$ cat src/board_shell_config.svh
`ifndef BOARD_SHELL_CONFIG_SVH
`define BOARD_SHELL_CONFIG_SVH

////////////////////
// Clocks
////////////////////

// Core clock coming from the board PLL
`define SOC_CLK_HZ 50000000

// Real-time clock seen by the SoC
`define RTC_HZ 1000000

// soc_clk cycles per RTC half period
`define RTC_HALF_PERIOD (`SOC_CLK_HZ / (2 * `RTC_HZ))

////////////////////
// Misc
////////////////////

// Depth of the reset release synchronizer
`define RST_SYNC_STAGES 2

// soc_clk cycles per fan PWM step
`define FAN_PRESCALE 4

`define USB_NUM_PORTS 2

`endif

$ cat src/board_shell_pkg.sv
`include "board_shell_config.svh"

package board_shell_pkg;

  ////////////////////
  // Boot
  ////////////////////

  // Boot source handed to the SoC at reset release
  typedef enum logic [1:0] {
    BOOT_PASSIVE    = 2'b00,
    BOOT_SD         = 2'b01,
    BOOT_I2C_EEPROM = 2'b10,
    BOOT_RESERVED   = 2'b11
  } boot_mode_e;

  ////////////////////
  // Pad structs
  ////////////////////

  // SPI host outputs and their enables
  typedef struct packed {
    logic       sck;
    logic       sck_en;
    logic [1:0] csb;
    logic [1:0] csb_en;
    logic [3:0] sd;
    logic [3:0] sd_en;
  } spi_host_t;

  // I2C host with open-drain style enables
  typedef struct packed {
    logic scl;
    logic scl_en;
    logic sda;
    logic sda_en;
  } i2c_host_t;

  // One bit per port in each field
  typedef struct packed {
    logic [`USB_NUM_PORTS-1:0] dp;
    logic [`USB_NUM_PORTS-1:0] dp_oe;
    logic [`USB_NUM_PORTS-1:0] dm;
    logic [`USB_NUM_PORTS-1:0] dm_oe;
  } usb_host_t;

endpackage

$ cat src/rtc_divider.sv
`timescale 1ns/1ps

`include "board_shell_config.svh"

module rtc_divider import board_shell_pkg::*; (
  input  logic soc_clk,
  input  logic rst_n,
  output logic rtc_o
);

  localparam int CNT_W = $clog2(`RTC_HALF_PERIOD);
  localparam logic [CNT_W-1:0] CNT_MAX = CNT_W'(`RTC_HALF_PERIOD - 1);

  logic [CNT_W-1:0] cnt_q;
  logic             rtc_q;

  // Half period counter that flips the output on wrap
  always_ff @(posedge soc_clk or negedge rst_n) begin
    if (!rst_n) begin
      cnt_q <= '0;
      rtc_q <= 1'b0;
    end else if (cnt_q == CNT_MAX) begin
      cnt_q <= '0;
      rtc_q <= ~rtc_q;
    end else begin
      cnt_q <= cnt_q + 1'b1;
    end
  end

  assign rtc_o = rtc_q;

  a_cnt_range: assert property (
    @(posedge soc_clk) disable iff (!rst_n)
    cnt_q <= CNT_MAX
  ) else $error("RTC counter out of range");

endmodule

$ cat config.mk
export PLATFORM = sky130hd
export DESIGN_NAME = rtc_divider
export DESIGN_NICKNAME = d
export VERILOG_FILES = /design/src/board_shell_pkg.sv /design/src/rtc_divider.sv
export VERILOG_INCLUDE_DIRS = /design/src
export SDC_FILE = /design/constraint.sdc
export NUM_CORES = 1
export LEC_CHECK = 0
export BUFFER_PORTS_ARGS = -buffer_cell sky130_fd_sc_hd__buf_4
export CORE_AREA = 2 2 39 41
export CTS_BUF_LIST = sky130_fd_sc_hd__clkbuf_8 sky130_fd_sc_hd__clkbuf_16
export DETAILED_ROUTE_END_ITERATION = 16
export DIE_AREA = 0 0 41 43
export SYNTH_ARGS = -nofsm -noshare
export SYNTH_HDL_FRONTEND = slang
export SYNTH_SLANG_ARGS = --single-unit
$ cat constraint.sdc
create_clock -name soc_clk -period 1.3 [get_ports soc_clk]
set_input_delay 0.065 -clock soc_clk [delete_from_list [all_inputs] [get_ports soc_clk]]
set_output_delay 0.065 -clock soc_clk [all_outputs]
set_load 0.05 [all_outputs]
# Word-level counts from Yosys, hierarchy flattened
# Cells that the tools add are included.
op_classes:
  addsub: 1
  eq_ne: 1
  mux: 1
  n_bitwise: 1
op_table:
  columns: ["op", "n"]
  rows:
  - ["$add A5 B1 Y5 const B", 1]
  - ["$eq A5 B5 Y1 const B", 1]
  - ["$mux W5", 1]
  - ["$not A1 Y1", 1]
totals:
  ff_bits: 6
  input_bits: 2
  word_cells: 6

# Longest topological paths before layout
logic_depth:
  depth_word: 2
  ltp_mapped: 5

# Least setup slack after synthesis
# Ideal clock, no wire load.
synth_path:
  path_type: "register -> register"
  startpoint: "reg cnt_q[0]"
  endpoint: "reg cnt_q[4]"
  arrival_time_ns: 0.937
  path_slack_ns: 0.242
  path_stages_with_launch: 5
  synth_period_minus_slack_ns: 1.058
  cell_sequence: "dfrtp_1 > inv_1 > ha_1 > o21ai_0 > a22o_1"
synth_between:
  elab_chain_len: 2
  word_cells_on_any_way: 3
  cone_classes: "1 x add/sub; 1 x eq/ne; 1 x mux"
synth_rtl:
  columns: ["item", "line", "source"]
  rows:
  - ["start: declaration", "rtc_divider.sv:14", "logic [CNT_W-1:0] cnt_q;"]
  - ["start signal: assignment", "rtc_divider.sv:26", "cnt_q <= cnt_q + 1'b1;"]
  - ["$add A5 B1 Y5 / $eq A5 B5 Y1 (equally long branches)", "rtc_divider.sv:26, rtc_divider.sv:22", null]
  - ["$mux W5 (*)", "rtc_divider.sv:22", "end else if (cnt_q == CNT_MAX) begin"]
# Mark *: on every way between the ends. The rest lies on a longest branch, timed or not.
# A chain may end at the register's enable or synchronous reset.

# Worst setup path after layout
# Same ends and word-level chain as after synthesis.

==> impl_metrics.json <==
{
  "grt_pass1_wl_um": 759,
  "synth_seq_cells": 6,
  "drt_iter0_markers": 6,
  "die_x_um": 41,
  "ys.warnings.count": 0,
  "cts_tree": "yes",
  "worst_skew_pair.late_latency_ns": 0.22,
  "n_fill_cell": 141,
  "tightest_slew_ns": 0.2024,
  "io_pins": 3,
  "grt_max_degree": 7,
  "cts_root_buffer": "clkbuf_8",
  "io_buffers": 2,
  "rsz0062_at_grt": "no",
  "core_um2": 1384,
  "synthCells": 27,
  "synth.distinct_cells": 12,
  "period_share_pct": 87.82,
  "p_leak_nw": 0.1758,
  "hold_violations": 0,
  "crit_fanout": 5,
  "final.setup_skew_ns": 0.002304,
  "fmax_mhz": 876.0,
  "dieArea_um2": 1763,
  "antenna_found_initial": 0,
  "yosys.area.top_type_share_pct": 53.10,
  "gp_congestion": 0.7136,
  "setup_tns_ns": 0,
  "synth_top_cell_by_area": "dfrtp_1",
  "crit_family": "flip-flops",
  "wire_per_inst_um": 9.163,
  "initial_core_util_pct": 20.43,
  "slew_headroom_pct": 86.51,
  "post-route-util_pct": 26.67,
  "crit_chain": "inv_1, ha_1, o21ai_0, a22o_1",
  "cts_sinks": 6,
  "clk_path_buf_depth": 2,
  "finalPower_mw": 0.4642,
  "vias": 193,
  "finalMaxSlewViolations": 0,
  "setup.worst_path.start_class": "flip-flop",
  "outcome": "finished, final reports clean",
  "syn_avg_cell_area_um2": 10.47,
  "wl_um": 449,
  "firstDrtPassIters": 4,
  "grt.total_usage_pct": 7.374,
  "cap_viol_max_count": 0,
  "grt_pass1_vias": 196,
  "die_h_um": 43,
  "cts_htree_levels": 1,
  "fin_crit_ns": 1.142,
  "rows": 14,
  "via_per_inst": 3.939,
  "cts_made_buffers": 3,
  "synth_nets": 31,
  "num_antenna_cells": 0,
  "finalSetupViolCount": 0,
  "layout.nets": 39,
  "area_growth_pct": 30.53,
  "cts_setup_buffers": 0,
  "crit_arrival_ns": 1.24,
  "ant_nets": 0,
  "synth_area_leaders": "dfrtp_1 (53%), ha_1 (8.8%), nand3_1 (5.3%)",
  "synth_area_um2": 282.8,
  "dpl.hpwl_um": 329.1,
  "max-vdd-ir-drop_v": 0.0008398,
  "ys_seq_area_share_pct": 53.10,
  "critPathMaxStageDelay_ns": 0.40,
  "p_per_area_nw_per_um2": 1258,
  "worstPathBufferInverterCount": 1,
  "grt_overflow_total": 0,
  "clkSlewWorstSetupHoldPaths_ns": 0.03,
  "post-route-drc-count": 0,
  "drive_gt1_share_pct": 18.18,
  "crit_required_ns": 1.40,
  "hold_path_class": "in -> async",
  "endpoint_kind": "flip-flop",
  "crit_slowest_cell": "dfrtp_1",
  "crit_type": "reg -> reg"
}
[layer usage]
| layer | GRT usage [%] | wire length [um] | up-vias |
|---|---|---|---|
| li1 | - | - | 102 |
| met1 | 7.213 | 246 | 88 |
| met2 | 8.438 | 178 | 3 |
| met3 | 9.424 | 23 | 0 |
| met4 | 4.000 | 0 | 0 |
| met5 | 0 | 0 | - |
[Yosys cell counts]
cell type,number
inv_1,3
o21ai_0,3
xnor2_1,1
ha_1,2
dfrtp_1,6
nand2_1,4
a22o_1,1
xor2_1,1
and2b_2,1
mux2i_1,1
nand3_1,3
a31oi_1,1
[logic make-up after synthesis]
family                   share of synthesized area (%)
AO/OA/AOI/OAI                                    10.62
flip-flops                                       53.10
buffers and inverters                            3.982
AND/OR/NAND/NOR                                  13.71
adder cells (fa/ha/maj)                          8.848
multiplexers                                     3.540
XOR/XNOR                                         6.196
[what timing repair did]
| action | 4_1_cts | 5_1_grt |
|---|---|---|
| hold buffers | 1 | 0 |
| resized for setup | 0 | 0 |
| endpoints found under the hold margin | 6 | 0 |
[final timing paths]
kind,slack [ns],startpoint,to,cells past startpoint
max in group asynchronous,0.99,rst_n,cnt_q[2]$_DFF_PN0_,2
setup / recovery,0.16,cnt_q[0]$_DFF_PN0_,cnt_q[4]$_DFF_PN0_,4
setup reg to reg,0.16,cnt_q[0]$_DFF_PN0_,cnt_q[4]$_DFF_PN0_,4
hold / removal,0.19,rst_n,cnt_q[0]$_DFF_PN0_,2
min in group soc_clk,0.47,rtc_o$_DFFE_PN0N_,rtc_o$_DFFE_PN0N_,1
hold reg to reg,0.47,rtc_o$_DFFE_PN0N_,rtc_o$_DFFE_PN0N_,1
[worst register-to-register path, cell delays in order (launching register included)]
cell     delay [ns]
dfrtp_1        0.40
inv_1          0.07
ha_1           0.23
o21ai_0        0.10
a22o_1         0.23
[power breakdown]
| part | internal (mW) | switching (mW) | leakage, nW |
|---|---|---|---|
| combinational | 0.00396 | 0.00373 | 0.0845 |
| sequential | 0.188 | 0 | 0.0697 |
| clock | 0.198 | 0.0705 | 0.0216 |
[per-stage QoR]
step / setup WS [ns] / cell area [um2] / instances / hold WS (ns)
after floorplan: 0.2418 / 282.8 / 27 / -0.2306
after global placement: 0.1849 / 317.8 / 45 / -0.1238
after detailed placement: 0.1549 / 317.8 / 45 / -0.1244
after CTS: 0.1488 / 369.1 / 49 / 0.1904
after global routing: 0.06554 / 369.1 / 49 / 0.1958
final: 0.1584 / 369.1 / 49 / 0.1919
[cell type report]
type | instances | area [um2] | area share, %
Clock buffer | 3 | 41.29 | 11.19
Inverter | 3 | 11.26 | 3.051
Multi-Input combinational cell | 18 | 121.4 | 32.88
Sequential cell | 6 | 150.1 | 40.68
Tap cell | 16 | 20.02 | 5.424
Timing Repair Buffer | 3 | 25.02 | 6.780
[flip-flops by register name (all words and copies together) (netlist names)]
| register | cells |
|---|---|
| cnt_q | 5 |
| rtc_o | 1 |
[layout by cell type, fill, tap and decap left out]
cell type and count:
and2b_2 1, o21ai_0 3, dlygate4sd3_1 1, nand3_1 3, xnor2_1 1, nand2_1 4
dfrtp_1 6, xor2_1 1, inv_1 3, ha_1 2, buf_4 2, a31oi_1 1
mux2i_1 1, clkbuf_8 3, a22o_1 1
No activity file was read; power rests on OpenSTA's default activity.
