$ cat src/board_shell_config.svh
`ifndef BOARD_SHELL_CONFIG_SVH
`define BOARD_SHELL_CONFIG_SVH

////////////////////
// Clocks
////////////////////

// Core clock coming from the board PLL
`define SOC_CLK_HZ 50000000

// Real-time clock seen by the SoC
`define RTC_HZ 1000000

// soc_clk cycles per RTC half period
`define RTC_HALF_PERIOD (`SOC_CLK_HZ / (2 * `RTC_HZ))

////////////////////
// Misc
////////////////////

// Depth of the reset release synchronizer
`define RST_SYNC_STAGES 2

// soc_clk cycles per fan PWM step
`define FAN_PRESCALE 4

`define USB_NUM_PORTS 2

`endif

$ cat src/board_shell_pkg.sv
`include "board_shell_config.svh"

package board_shell_pkg;

  ////////////////////
  // Boot
  ////////////////////

  // Boot source handed to the SoC at reset release
  typedef enum logic [1:0] {
    BOOT_PASSIVE    = 2'b00,
    BOOT_SD         = 2'b01,
    BOOT_I2C_EEPROM = 2'b10,
    BOOT_RESERVED   = 2'b11
  } boot_mode_e;

  ////////////////////
  // Pad structs
  ////////////////////

  // SPI host outputs and their enables
  typedef struct packed {
    logic       sck;
    logic       sck_en;
    logic [1:0] csb;
    logic [1:0] csb_en;
    logic [3:0] sd;
    logic [3:0] sd_en;
  } spi_host_t;

  // I2C host with open-drain style enables
  typedef struct packed {
    logic scl;
    logic scl_en;
    logic sda;
    logic sda_en;
  } i2c_host_t;

  // One bit per port in each field
  typedef struct packed {
    logic [`USB_NUM_PORTS-1:0] dp;
    logic [`USB_NUM_PORTS-1:0] dp_oe;
    logic [`USB_NUM_PORTS-1:0] dm;
    logic [`USB_NUM_PORTS-1:0] dm_oe;
  } usb_host_t;

endpackage

$ cat src/sys_ctrl.sv
`timescale 1ns/1ps

`include "board_shell_config.svh"

module sys_ctrl import board_shell_pkg::*; (
  input  logic       soc_clk,
  input  logic       rst_n,
  input  logic       test_mode_i,
  input  logic       dbg_reset_i,
  input  boot_mode_e boot_mode_i,
  input  logic       dbg_boot_sel_i,
  input  boot_mode_e dbg_boot_mode_i,
  output logic       soc_rst_no,
  output boot_mode_e boot_mode_o
);

  localparam int STAGES = `RST_SYNC_STAGES;

  logic              rst_comb_n;
  logic [STAGES-1:0] sync_q;
  boot_mode_e        boot_sel;
  boot_mode_e        boot_mode_q;

  ////////////////////
  // Reset
  ////////////////////

  // Board reset or debug reset
  assign rst_comb_n = rst_n & ~dbg_reset_i;

  // Asserts at once, releases after STAGES edges
  always_ff @(posedge soc_clk or negedge rst_comb_n) begin
    if (!rst_comb_n) begin
      sync_q <= '0;
    end else begin
      sync_q <= {sync_q[STAGES-2:0], 1'b1};
    end
  end

  // Test mode bypasses the synchronizer
  assign soc_rst_no = test_mode_i ? rst_comb_n : sync_q[STAGES-1];

  ////////////////////
  // Boot mode
  ////////////////////

  assign boot_sel = dbg_boot_sel_i ? dbg_boot_mode_i : boot_mode_i;

  // Tracks the source while the SoC is in reset, frozen afterwards
  always_ff @(posedge soc_clk or negedge rst_n) begin
    if (!rst_n) begin
      boot_mode_q <= BOOT_PASSIVE;
    end else if (!soc_rst_no) begin
      boot_mode_q <= boot_sel;
    end
  end

  assign boot_mode_o = boot_mode_q;

  // Boot mode must not move once the SoC runs
  a_boot_mode_held: assert property (
    @(posedge soc_clk) disable iff (!rst_n)
    soc_rst_no && $past(soc_rst_no) |-> $stable(boot_mode_o)
  ) else $error("boot mode changed while SoC out of reset");

endmodule

$ cat config.mk
export PLATFORM = sky130hd
export DESIGN_NAME = sys_ctrl
export DESIGN_NICKNAME = d
export VERILOG_FILES = /design/src/board_shell_pkg.sv /design/src/sys_ctrl.sv
export VERILOG_INCLUDE_DIRS = /design/src
export SDC_FILE = /design/constraint.sdc
export NUM_CORES = 1
export LEC_CHECK = 0
export ABC_AREA = 0
export BUFFER_PORTS_ARGS = -buffer_cell sky130_fd_sc_hd__buf_2
export CAP_MARGIN = 20
export CORE_AREA = 2 2 39 41
export DETAILED_ROUTE_END_ITERATION = 6
export DIE_AREA = 0 0 41 43
export HOLD_SLACK_MARGIN = 0.12
export PLACE_DENSITY = 0.35
export SKIP_LAST_GASP = 1
export SLEW_MARGIN = 20
export SYNTH_ARGS = -nofsm -noshare
export SYNTH_HDL_FRONTEND = slang
export SYNTH_SLANG_ARGS = --single-unit
export TNS_END_PERCENT = 10
$ cat constraint.sdc
create_clock -name soc_clk -period 1.19 [get_ports soc_clk]
set_input_delay 0.357 -clock soc_clk [delete_from_list [all_inputs] [get_ports soc_clk]]
set_output_delay 0.357 -clock soc_clk [all_outputs]
set_load 0.005 [all_outputs]
=== Word level (Yosys, flattened, before mapping) ===
Cells that the tools add are included.
W data, S select, Z words.

* Add/sub/neg operators: 0
* Multipliers: 0
* Divide/modulo/power cells: 0
* Order comparisons: 0
* Eq/ne operators: 0
* Shifts and indexed selects: 0
* Multiplexer cells: 2
* Bitwise operators: 2
* Reductions and logical operators: 0

{| class="wikitable"
|+ Operators by type and width
! kind !! count
|-
| $mux W2 || 1
|-
| $and A1 B1 Y1 || 1
|-
| $mux W1 || 1
|-
| $not A1 Y1 || 1
|}

* Register bits after elaboration: 4
* Bits in latches: 0
* Bits in writable memories: 0
* Memory bits (read-only): 0
* Input port bits: 9
* Output and inout port bits: 3
* Memories kept: 0

=== Depth between registers and ports, before layout ===
* Depth in word-level cells: 3
* Depth in mapped cells: 3
* Gate-level depth less buffers: 3

=== Worst setup path after synthesis ===
No wires, ideal clock.

* Kind: input to register
* Start: in rst_n
* End: reg boot_mode_q[0] (netlist: boot_mode_o[0])
* Arrival time: 956 ps
* Required time: 1,065 ps
* Setup slack: 108 ps
* Cell stages on the path: 3
* Path buffers: 0
* Cells stage by stage: nor2b_4 mux2i_4 mux2_4

* Longest elaborated chain between the ends: 2

{| class="wikitable"
|+ Ends and longest elaborated chain
! element !! RTL line !! RTL
|-
| from (decl) || sys_ctrl.sv:7 || <nowiki>input logic rst_n,</nowiki>
|-
| $and A1 B1 Y1 || sys_ctrl.sv:29 || <nowiki>assign rst_comb_n = rst_n & ~dbg_reset_i;</nowiki>
|-
| $mux W1 || sys_ctrl.sv:41 || <nowiki>assign soc_rst_no = test_mode_i ? rst_comb_n : sync_q[STAGES-1];</nowiki>
|-
| to (signal assigned) || sys_ctrl.sv:54 || <nowiki>boot_mode_q <= boot_sel;</nowiki>
|-
| to (decl) || sys_ctrl.sv:22 || <nowiki>boot_mode_e boot_mode_q;</nowiki>
|}

No other way between the ends.
A chain may end at the register's enable or synchronous reset.

=== Worst setup path after layout ===
* Start: reg sync_q[1]
* End: out soc_rst_no

* Longest elaborated chain between the ends: 1

{| class="wikitable"
|+ Ends and longest elaborated chain
! element !! RTL line !! RTL
|-
| from (decl) || sys_ctrl.sv:20 || <nowiki>logic [STAGES-1:0] sync_q;</nowiki>
|-
| from (signal assigned) || sys_ctrl.sv:36 || <nowiki>sync_q <= {sync_q[STAGES-2:0], 1'b1};</nowiki>
|-
| $mux W1 || sys_ctrl.sv:41 ||
|-
| to (decl) || sys_ctrl.sv:13 || <nowiki>output logic soc_rst_no,</nowiki>
|}

No other way between the ends.

==> impl_results.md <==
- Status: finished, violations left
- Failing checks: setup timing
- Worst-case reg-to-reg path depth: 3
- Share of cells above drive strength 1: 73.3%
- Area contributors post-synth: dfrtp_1, mux2_4, mux2_2
- Synth top area share: 51.0%
- Worst Path Required: 830 ps
- Initial Utilization: around 14%
- CTS max path bufs: 2
- Critical Path AT: roughly 940 ps
- Die Y: about 43 um
- Post-place instance area: about 280 um2
- Max Cap Viol: 0
- Syn Inst Count: 12
- Final setup vio count: 1
- Worst path depth: 3
- Critical Path Slowest Stage Cell: dfrtp_1
- Nets: 41
- Routed WL: 370 um
- Worst skew pair latency: approximately 230 ps
- Cell Rows: 14
- Worst Hold Depth: 0
- Core ar.: around 0.0014 mm2
- Via count: 150
- Syn Std Cell Area: about 200 um2
- Syn Nets: 21
- Unrepaired setup endpoints after global routing: true
- CTS tree: yes
- First-pass GRT wire length: ~570 um
- Total GRT Usage: a little under 6%
- Post-DR vias/cell: ~3.3
- Initial antenna violation count: 0
- Diode count: 0
- Post-layout util: between 20% and 30%
- Finished Cell Area: 329 um2
- YS warnings: 0
- Synth-to-Final Area Change: 67.5%
- Final Max Tran Viols: 0
- Pre-antenna DRT Iters: 1
- Pwr/cell area: 1200 mW/mm2
- GP Congestion: slightly above 0.6
- Crit path kind: reg -> out
- Inserted Clock Buffers: 3
- Clock slew at reported path FFs: around 30 ps
- Synth unique cells: 7
- DP Wirelength: about 290 um
- Register area share after synthesis: around half
- Port bufs: 11
- Startpoint types: flip-flop
- Critical path buffers and inverters: 2
- CP max stage delay: roughly 380 ps
- Die ar.: 0.00176 mm2
- Cell Chain, Critical Path: mux2i_4 > inv_1 > buf_2
- CP endpoint kind: primary output
- VDD IR-drop max: 0.359 mV
- Final Cycle Share: 109%
- Hold Crit Class: reg -> reg
- Drt drc: 0
- Maximum number of pins on one net before global-route repair: 3
- Vias in the first global route: 153
- Gr ovfl total: 0
- Avg WL per Cell: slightly above 8 um
- Crit path max fanout: 2
- Die X: approximately 41 um
- Avg Cell Area, Syn: roughly 16 um2
- Post-route setup slack: -107 ps
- Critical Path Start: sync_q[1]
- Reg2reg start: sync_q[1]
- Post-CTS resize count: 0
- Top-Level Pins: 12
- Final Hold Viols: 0
- H-tree levels: 1
- Fmax achieved: about 770 MHz
- Tot Pwr: slightly below 0.4 mW
- CTS root buf: clkbuf_4
- Worst clock skew: between 0.4 and 0.5 ps
- Family with the most delay on the worst path: flip-flops
- Final min period: ~1300 ps
- Hold_sp: sync_q[0]
- P_leak: between 0.15 and 0.2 nW
- Biggest area consumer among synthesized cells: dfrtp_1
- DR iter-0 viols: 0
- Routed Antenna Nets: 0
- # clock sinks: 4
- Seq cells post-synth: 4
[worst paths after layout]
| path | endpoint | slack [ps] |
|---|---|---|
| hold / removal | sync_q[1] | 350 |
| setup / recovery | soc_rst_no | -110 |
| setup reg to reg | boot_mode_o[1] | 100 |
| max in group asynchronous | sync_q[1] | 420 |
| min in group asynchronous | boot_mode_o[0] | 550 |
| hold reg to reg | sync_q[1] | 350 |
[cells by family (layout without fill, tap and decap cells)]
logic type	Yosys count	in the layout	synth area share, %
DFF	4	4	51.0
muxes	5	5	38.2
buffers and inverters	1	19	1.91
other	1	1	1.91
and+or+nand+nor	1	1	7.00
[registers in the layout (all words and copies together), names as in the netlist]
signal       flops
sync_q           2
boot_mode_o      2
[where the power goes]
group          internal [mW]  switching (mW)  leakage [nW]  total [mW]
clock                  0.112          0.0495        0.0138       0.162
sequential             0.150         0.00537        0.0478       0.155
combinational         0.0532          0.0265         0.110      0.0797
total                  0.315          0.0814         0.172       0.396
[worst reg2reg max path: stages, from the launching register on]
cell and delay, ps:
dfrtp_1 380, mux2i_4 150, buf_4 150, mux2_4 290
[routing by layer]
layer	vias to the layer above	part of all wire [%]	GRT usage [%]	wire length, um
met4	0	0	8.00	0
li1	75	-	-	-
met3	0	17	4.71	64
met2	11	39	6.56	146
met1	64	43	5.25	160
met5	-	0	0	0
[placed cells by master (no fill, tap or decap)]
cell	synthesis	routed
buf_2	0	11
dfrtp_1	4	4
clkbuf_4	0	3
mux2_2	2	2
mux2_4	2	2
dlygate4sd3_1	0	2
buf_4	0	2
nor2b_4	1	1
mux2i_4	1	1
inv_1	1	1
conb_1	1	1
[timing repair]
action                                  in CTS  in global routing
endpoints found under the setup margin       1                  1
hold endpoints to repair                     4                  0
gates cloned                                 0                  0
pin swaps                                    0                  0
setup buffers                                1                  0
hold buffers                                 2                  0
[area by class of cell]
type	count	area, um2
flip-flops and latches	4	100
inverters	1	3.75
repair buffers	15	90.1
well taps	16	20.0
fillers	149	1050
multi-input cells	7	92.6
clock buffers	3	22.5
[stage by stage]
stage               setup TNS (ps)  worst slack, ps  hold slack (ps)  cells
floorplan                        0              108             61.4     12
global placement              -221             -136              243     40
detailed placement            -227             -145              245     40
CTS                           -121             -121              352     46
global route                  -157             -157              355     46
finish                        -107             -107              349     46
[cells in the mapped netlist]
master / n
conb_1: 1
mux2i_4: 1
dfrtp_1: 4
mux2_2: 2
inv_1: 1
nor2b_4: 1
mux2_4: 2
Power figures use the tool's default switching activity.
