File: config.mk
export PLATFORM = sky130hd
export DESIGN_NAME = fan_ctrl
export DESIGN_NICKNAME = d
export VERILOG_FILES = /design/src/board_shell_pkg.sv /design/src/fan_ctrl.sv
export VERILOG_INCLUDE_DIRS = /design/src
export SDC_FILE = /design/constraint.sdc
export NUM_CORES = 1
export LEC_CHECK = 0
export BUFFER_PORTS_ARGS = -buffer_cell sky130_fd_sc_hd__clkbuf_2
export CAP_MARGIN = 40
export CORE_AREA = 4 4 41 43
export DETAILED_ROUTE_END_ITERATION = 7
export DIE_AREA = 0 0 45 47
export MAX_ROUTING_LAYER = met4
export PLACE_DENSITY_LB_ADDON = 0.12
export SLEW_MARGIN = 20
export SYNTH_ARGS = -nofsm -noshare
export SYNTH_HDL_FRONTEND = slang
export SYNTH_SLANG_ARGS = --single-unit
File: constraint.sdc
create_clock -name soc_clk -period 3 [get_ports soc_clk]
set_input_delay 0.3 -clock soc_clk [delete_from_list [all_inputs] [get_ports soc_clk]]
set_output_delay 0.3 -clock soc_clk [all_outputs]
set_load 0.01 [all_outputs]
File: src/board_shell_config.svh
`ifndef BOARD_SHELL_CONFIG_SVH
`define BOARD_SHELL_CONFIG_SVH

////////////////////
// Clocks
////////////////////

// Core clock coming from the board PLL
`define SOC_CLK_HZ 50000000

// Real-time clock seen by the SoC
`define RTC_HZ 1000000

// soc_clk cycles per RTC half period
`define RTC_HALF_PERIOD (`SOC_CLK_HZ / (2 * `RTC_HZ))

////////////////////
// Misc
////////////////////

// Depth of the reset release synchronizer
`define RST_SYNC_STAGES 2

// soc_clk cycles per fan PWM step
`define FAN_PRESCALE 4

`define USB_NUM_PORTS 2

`endif

File: src/board_shell_pkg.sv
`include "board_shell_config.svh"

package board_shell_pkg;

  ////////////////////
  // Boot
  ////////////////////

  // Boot source handed to the SoC at reset release
  typedef enum logic [1:0] {
    BOOT_PASSIVE    = 2'b00,
    BOOT_SD         = 2'b01,
    BOOT_I2C_EEPROM = 2'b10,
    BOOT_RESERVED   = 2'b11
  } boot_mode_e;

  ////////////////////
  // Pad structs
  ////////////////////

  // SPI host outputs and their enables
  typedef struct packed {
    logic       sck;
    logic       sck_en;
    logic [1:0] csb;
    logic [1:0] csb_en;
    logic [3:0] sd;
    logic [3:0] sd_en;
  } spi_host_t;

  // I2C host with open-drain style enables
  typedef struct packed {
    logic scl;
    logic scl_en;
    logic sda;
    logic sda_en;
  } i2c_host_t;

  // One bit per port in each field
  typedef struct packed {
    logic [`USB_NUM_PORTS-1:0] dp;
    logic [`USB_NUM_PORTS-1:0] dp_oe;
    logic [`USB_NUM_PORTS-1:0] dm;
    logic [`USB_NUM_PORTS-1:0] dm_oe;
  } usb_host_t;

endpackage

File: src/fan_ctrl.sv
`timescale 1ns/1ps

`include "board_shell_config.svh"

module fan_ctrl import board_shell_pkg::*; (
  input  logic       soc_clk,
  input  logic       rst_n,
  input  logic [3:0] fan_sw_i,
  output logic       fan_pwm_o
);

  localparam int PRE_W = $clog2(`FAN_PRESCALE);
  localparam logic [PRE_W-1:0] PRE_MAX = PRE_W'(`FAN_PRESCALE - 1);

  logic [PRE_W-1:0] pre_q;
  logic [3:0]       step_q;
  logic [3:0]       duty_q;
  logic             step_tick;
  logic             period_end;

  assign step_tick  = (pre_q == PRE_MAX);
  assign period_end = step_tick && (step_q == 4'hf);

  ////////////////////
  // Counters
  ////////////////////

  always_ff @(posedge soc_clk or negedge rst_n) begin
    if (!rst_n) begin
      pre_q  <= '0;
      step_q <= '0;
    end else begin
      pre_q <= step_tick ? '0 : pre_q + 1'b1;
      if (step_tick) begin
        step_q <= step_q + 1'b1;
      end
    end
  end

  // New setting takes effect on the first step of the next period
  always_ff @(posedge soc_clk or negedge rst_n) begin
    if (!rst_n) begin
      duty_q <= '0;
    end else if (period_end) begin
      duty_q <= fan_sw_i;
    end
  end

  // High for duty_q steps at the start of the period
  assign fan_pwm_o = (step_q < duty_q);

  a_pwm_off_at_zero: assert property (
    @(posedge soc_clk) disable iff (!rst_n)
    (duty_q == 4'h0) |-> !fan_pwm_o
  ) else $error("fan PWM high with zero setting");

endmodule

# Word level (Yosys, flattened, before mapping)
# Index checks and enable logic that the tools add are counted.
dict set report totals {
  word_cells 10
  ff_bits 10
  input_bits 6
}
dict set report classes {
  addsub 2
  eq_ne 2
  order_cmp 1
  reduce_logical 1
  n_mux 1
}
# op n
set ops {}
lappend ops {{adder 4 x 1 -> 4 bit (second input constant)} 1}
lappend ops {{== test 4 bit (second input constant)} 1}
lappend ops {{< comparator 4 bit} 1}
lappend ops {{adder 2 x 1 -> 2 bit (second input constant)} 1}
lappend ops {{== test 2 bit (second input constant)} 1}
lappend ops {{two-way mux 2 bit} 1}
lappend ops {{logical AND 1 bit} 1}

# Depth between registers and ports, before layout
dict set report depth {
  ltp_word 2
  ltp_mapped 4
}

# Worst setup path before layout
# Ideal clock, no wire load.
dict set report synth_path {
  path_type {register -> output}
  startpoint {register step_q[1]}
  endpoint {output fan_pwm_o}
  path_stages_with_launch 4
  path_buffers 0
  path_slack_ps 1535
  t_arrival_ps 1165
  cell_sequence {dfrtp_1 ha_1 a2111oi_0 or3_1}
}
dict set report synth_via {
  elab_chain_cells 1
}
# element line
set synth_rtl {}
lappend synth_rtl {{start, declared} fan_ctrl.sv:16} ;# logic [3:0] step_q;
lappend synth_rtl {{start signal, assigned} fan_ctrl.sv:35} ;# step_q <= step_q + 1'b1;
lappend synth_rtl {{< comparator 4 bit} fan_ctrl.sv:50} ;# assign fan_pwm_o = (step_q < duty_q);
lappend synth_rtl {{end, declared} fan_ctrl.sv:9} ;# output logic fan_pwm_o
# No other way between the ends.

# Worst setup path in the final report
# Ends and elaborated chain as after synthesis.

==> impl.org <==
** Pwr
- Power Density :: 486 nW/um^2
- Static leakage power :: 0.277 nW
- Largest voltage drop on the vdd net :: 189 uV

** CTS
- After clock tree synthesis, the clock-pin slew on the worst setup and hold paths is 70 ps.
- In this run the number of H-tree levels came out at 1.
- The clock net in this run drives a total of 10 sinks.
- Deepest clock path buffer count :: 2
- TritonCTS clock tree :: yes
- Cts bufs inserted :: 3
- At the later pin of the worst-skew pair, clock insertion delay measures 250 ps.
- Clock tree synthesis selected as its root buffer the cell sky130_fd_sc_hd__clkbuf_4.
- After clock tree synthesis, the repair step resized 0 gates.

** Min path
- Counting instances, the worst hold path has a depth of 2.
- Hold Crit Endpoint :: duty_q[0]
- The tightest min-delay check is of the primary input to flop type.
- Source of the worst hold timing path :: fan_sw_i[0]

** Yosys
- Basic-gate share of the synthesized area counting and, or, nand and nor cells :: 10.3%
- The cell area that synthesis handed to floorplanning was 463 sq um.
- Synthesis handed over a netlist of 35 instances.
- Syn nets :: 46
- In this run, synthesis produced a sequential element count of 10.
- By area, the combinational part of the netlist is dominated by adder cells.
- A synthesized cell averages 13.2 sq um.
- Counting distinct cell types in the post-synthesis netlist gives 14.
- Post-synthesis share of cell area spent on full adders, half adders and majority gates :: 13.5%
- The share of the Yosys chip area taken by registers is 54.1%.
- Yosys warning total :: 0
- Multiplexer fraction of the synthesized cell area :: 12.2%
- The synthesized netlist devotes 1.89% of its cell area to compound gates.
- Of the total synthesized cell area, the portion taken by XOR and XNOR cells is 5.68%.

** Timing
- Measured against its own limit, the worst slew margin works out to 78.4%.
- For the pin with the worst max-slew slack, the measured transition is 315 ps.
- Final hold violation count :: 0
- The worst path in the final design needs a cycle of 1900 ps, including I/O delays and setup.
- Worst Clk Skew :: 3.79 ps
- Summed over all failing endpoints, the final setup total negative slack is 0 ps.
- Based on the critical path, the design can be clocked at up to 526 MHz.
- Setup violations remaining at the end of the flow were counted as 0.
- Setup repair after global routing left no endpoint under its margin.
- Of the available clock period, the critical path in the final layout requires 63.4%.
- The number of pins exceeding their max-slew limit in the final report is 0.

** Route
- Wire per inst :: 11.8 microns
- Avg Vias per Cell :: 4.59
- The count of nets left with antenna violations once routing finished came out at 0.
- Number of remaining DRC errors :: 0
- Wires add up to 719 microns.
- The routed layout has 280 vias.
- For this run, the detailed router's first-pass iteration total came to 1.
- Iter 0 DRT Violations :: 0

** Setup path
- Counting cells, the worst reg-to-reg path comes to 3.
- At the worst endpoint, the required time is 2700 ps.
- For the worst setup path, the data arrival time is 1600 ps.
- Critical Path Fanout Max :: 4
- In this run the register-to-register setup slack is 1720 ps.
- The worst setup path is captured at an output port.
- The worst setup path is of the flop to output port kind.
- Worst setup SP type :: flop
- In this run the critical register-to-register path is captured at duty_q[2].
- Start of the worst register-to-register path :: pre_q[0]

** Global routing
- In the global route stage, met2 resource usage came out at 15.0%.
- Pin count of the biggest net entering global routing :: 11
- Number of global-route vias before repair :: 341
- Met3 usage :: 3.45%
- Global-route wire length before repair :: 1.37 mm
- Global-route usage over all layers :: 9.41%
- Busiest layer in global routing :: met2
- After global routing the overflow that remains totals 0.
- Initial antenna violation count :: 0
- Met1 track demand over resource in global routing :: 10.8%

** Placed design
- IO buf count :: 6
- RePlAce Congestion :: 0.725
- The placed instances occupy a cell area of 512 sq um.
- Final HPWL from detailed placement :: 591 microns

** Die
- The die covers 2120 sq um.
- Die Y-Extent :: 47 microns
- Count of boundary I/O pins :: 7
- The region available for standard cell placement spans 1300 sq um.
- From left edge to right edge, the die measures 45 microns.
- Effective utilization at floorplan :: 35.6%
- In this run the core area contains 13 standard-cell rows.

** Final layout
- In the final layout, the share of cells above drive strength 1 is 34.8%.
- After filler insertion, the fill cell instance count of the layout stands at 132.
- Most common cell after layout, fill and taps aside :: sky130_fd_sc_hd__dfrtp_1
- Leaving out fill and tap cells, the most frequent cells in the layout are sky130_fd_sc_hd__dfrtp_1 (10), sky130_fd_sc_hd__clkbuf_2 (6), sky130_fd_sc_hd__mux2_2 (5), sky130_fd_sc_hd__ha_1 (5).
- 0 antenna diodes ended up in the layout.
- Post-layout util :: 42.9%
- At the end of the flow, the number of nets in the layout was 58.
- From synthesis to final layout, the design area changed by 20.5%.
- The finished cells cover 558 sq um.

** Run
- Max-cap violations in this run came to 0.

** Outcome
- Result of the run :: complete, no violations
state kept, by name, summed over array words and instances, names as in the netlist:
signal,cells
pre_q,2
duty_q,4
step_q,4
report_power, final:
part           leakage (nW)  switching, mW  internal [mW]
combinational         0.140        0.00789        0.00866
clock                0.0210         0.0423         0.0735
sequential            0.116        0.00142          0.138
per-layer routing:
| layer | wire length, microns | vias to the layer above |
|---|---|---|
| li1 | - | 144 |
| met1 | 347 | 130 |
| met2 | 333 | 6 |
| met3 | 37 | 0 |
| met4 | 0 | 0 |
| met5 | 0 | - |
worst max-delay path by stage:
stage | slack [ps] | endpoint | from | depth (start not counted)
6_report | 1100 | fan_pwm_o | step_q[1] | 4
3_3_place_gp | 1410 | fan_pwm_o | step_q[1] | 4
5_1_grt | 910 | fan_pwm_o | step_q[1] | 4
2_1_floorplan | 1530 | fan_pwm_o | step_q[1] | 3
3_5_place_dp | 1380 | fan_pwm_o | step_q[1] | 4
4_1_cts | 1080 | fan_pwm_o | step_q[1] | 4
worst max-delay path, stage by stage (launching register included):
cell and delay (ps):
sky130_fd_sc_hd__dfrtp_1 420, sky130_fd_sc_hd__ha_1 310, sky130_fd_sc_hd__a2111oi_0 340, sky130_fd_sc_hd__or3_1 160
sky130_fd_sc_hd__clkbuf_2 120
Yosys cell counts:
master / instances / area (sq um)
sky130_fd_sc_hd__mux2_2: 5 / 56.3
sky130_fd_sc_hd__nand2b_1: 1 / 6.26
sky130_fd_sc_hd__nand4_2: 1 / 12.5
sky130_fd_sc_hd__xor2_1: 1 / 8.76
sky130_fd_sc_hd__or3_1: 1 / 6.26
sky130_fd_sc_hd__dfrtp_1: 10 / 250
sky130_fd_sc_hd__nor3_1: 1 / 5.00
sky130_fd_sc_hd__a2111oi_0: 1 / 8.76
sky130_fd_sc_hd__ha_1: 5 / 62.6
sky130_fd_sc_hd__xnor2_1: 2 / 17.5
sky130_fd_sc_hd__nor2_1: 2 / 7.51
sky130_fd_sc_hd__nand2_1: 1 / 3.75
sky130_fd_sc_hd__inv_1: 3 / 11.3
sky130_fd_sc_hd__nand4_1: 1 / 6.26
logic make-up after synthesis:
| group | after synthesis |
|---|---|
| compound gates | 1 |
| flops | 10 |
| simple gates | 8 |
| mux | 5 |
| xor+xnor | 3 |
| fa+ha+maj | 5 |
| buf+inv | 3 |
per-stage QoR:
| step | setup slack [ps] | instances | hold WS, ps | total power [mW] |
|---|---|---|---|---|
| after floorplan | 1530 | 35 | 4.41 | 0.149 |
| after global placement | 1410 | 56 | 174 | 0.156 |
| after detailed placement | 1380 | 56 | 178 | 0.157 |
| after CTS | 1080 | 61 | 275 | 0.275 |
| after global routing | 908 | 61 | 263 | 0.289 |
| final | 1100 | 61 | 277 | 0.271 |
cell type report:
cell class | instances | area [sq um] | share of cell area [%]
clock buffer | 4 | 36.3 | 6.50
inverter | 3 | 11.3 | 2.02
multi-input combinational | 22 | 201 | 36.1
sequential | 10 | 250 | 44.8
tap | 15 | 18.8 | 3.36
timing repair buffer | 7 | 40.0 | 7.17
timing repair:
action / 4_1_cts / 5_1_grt
buffers inserted: 0 / 0
hold buffers: 1 / 0
endpoints found under the hold margin: 10 / 0
No activity file was read; power rests on OpenSTA's default activity.
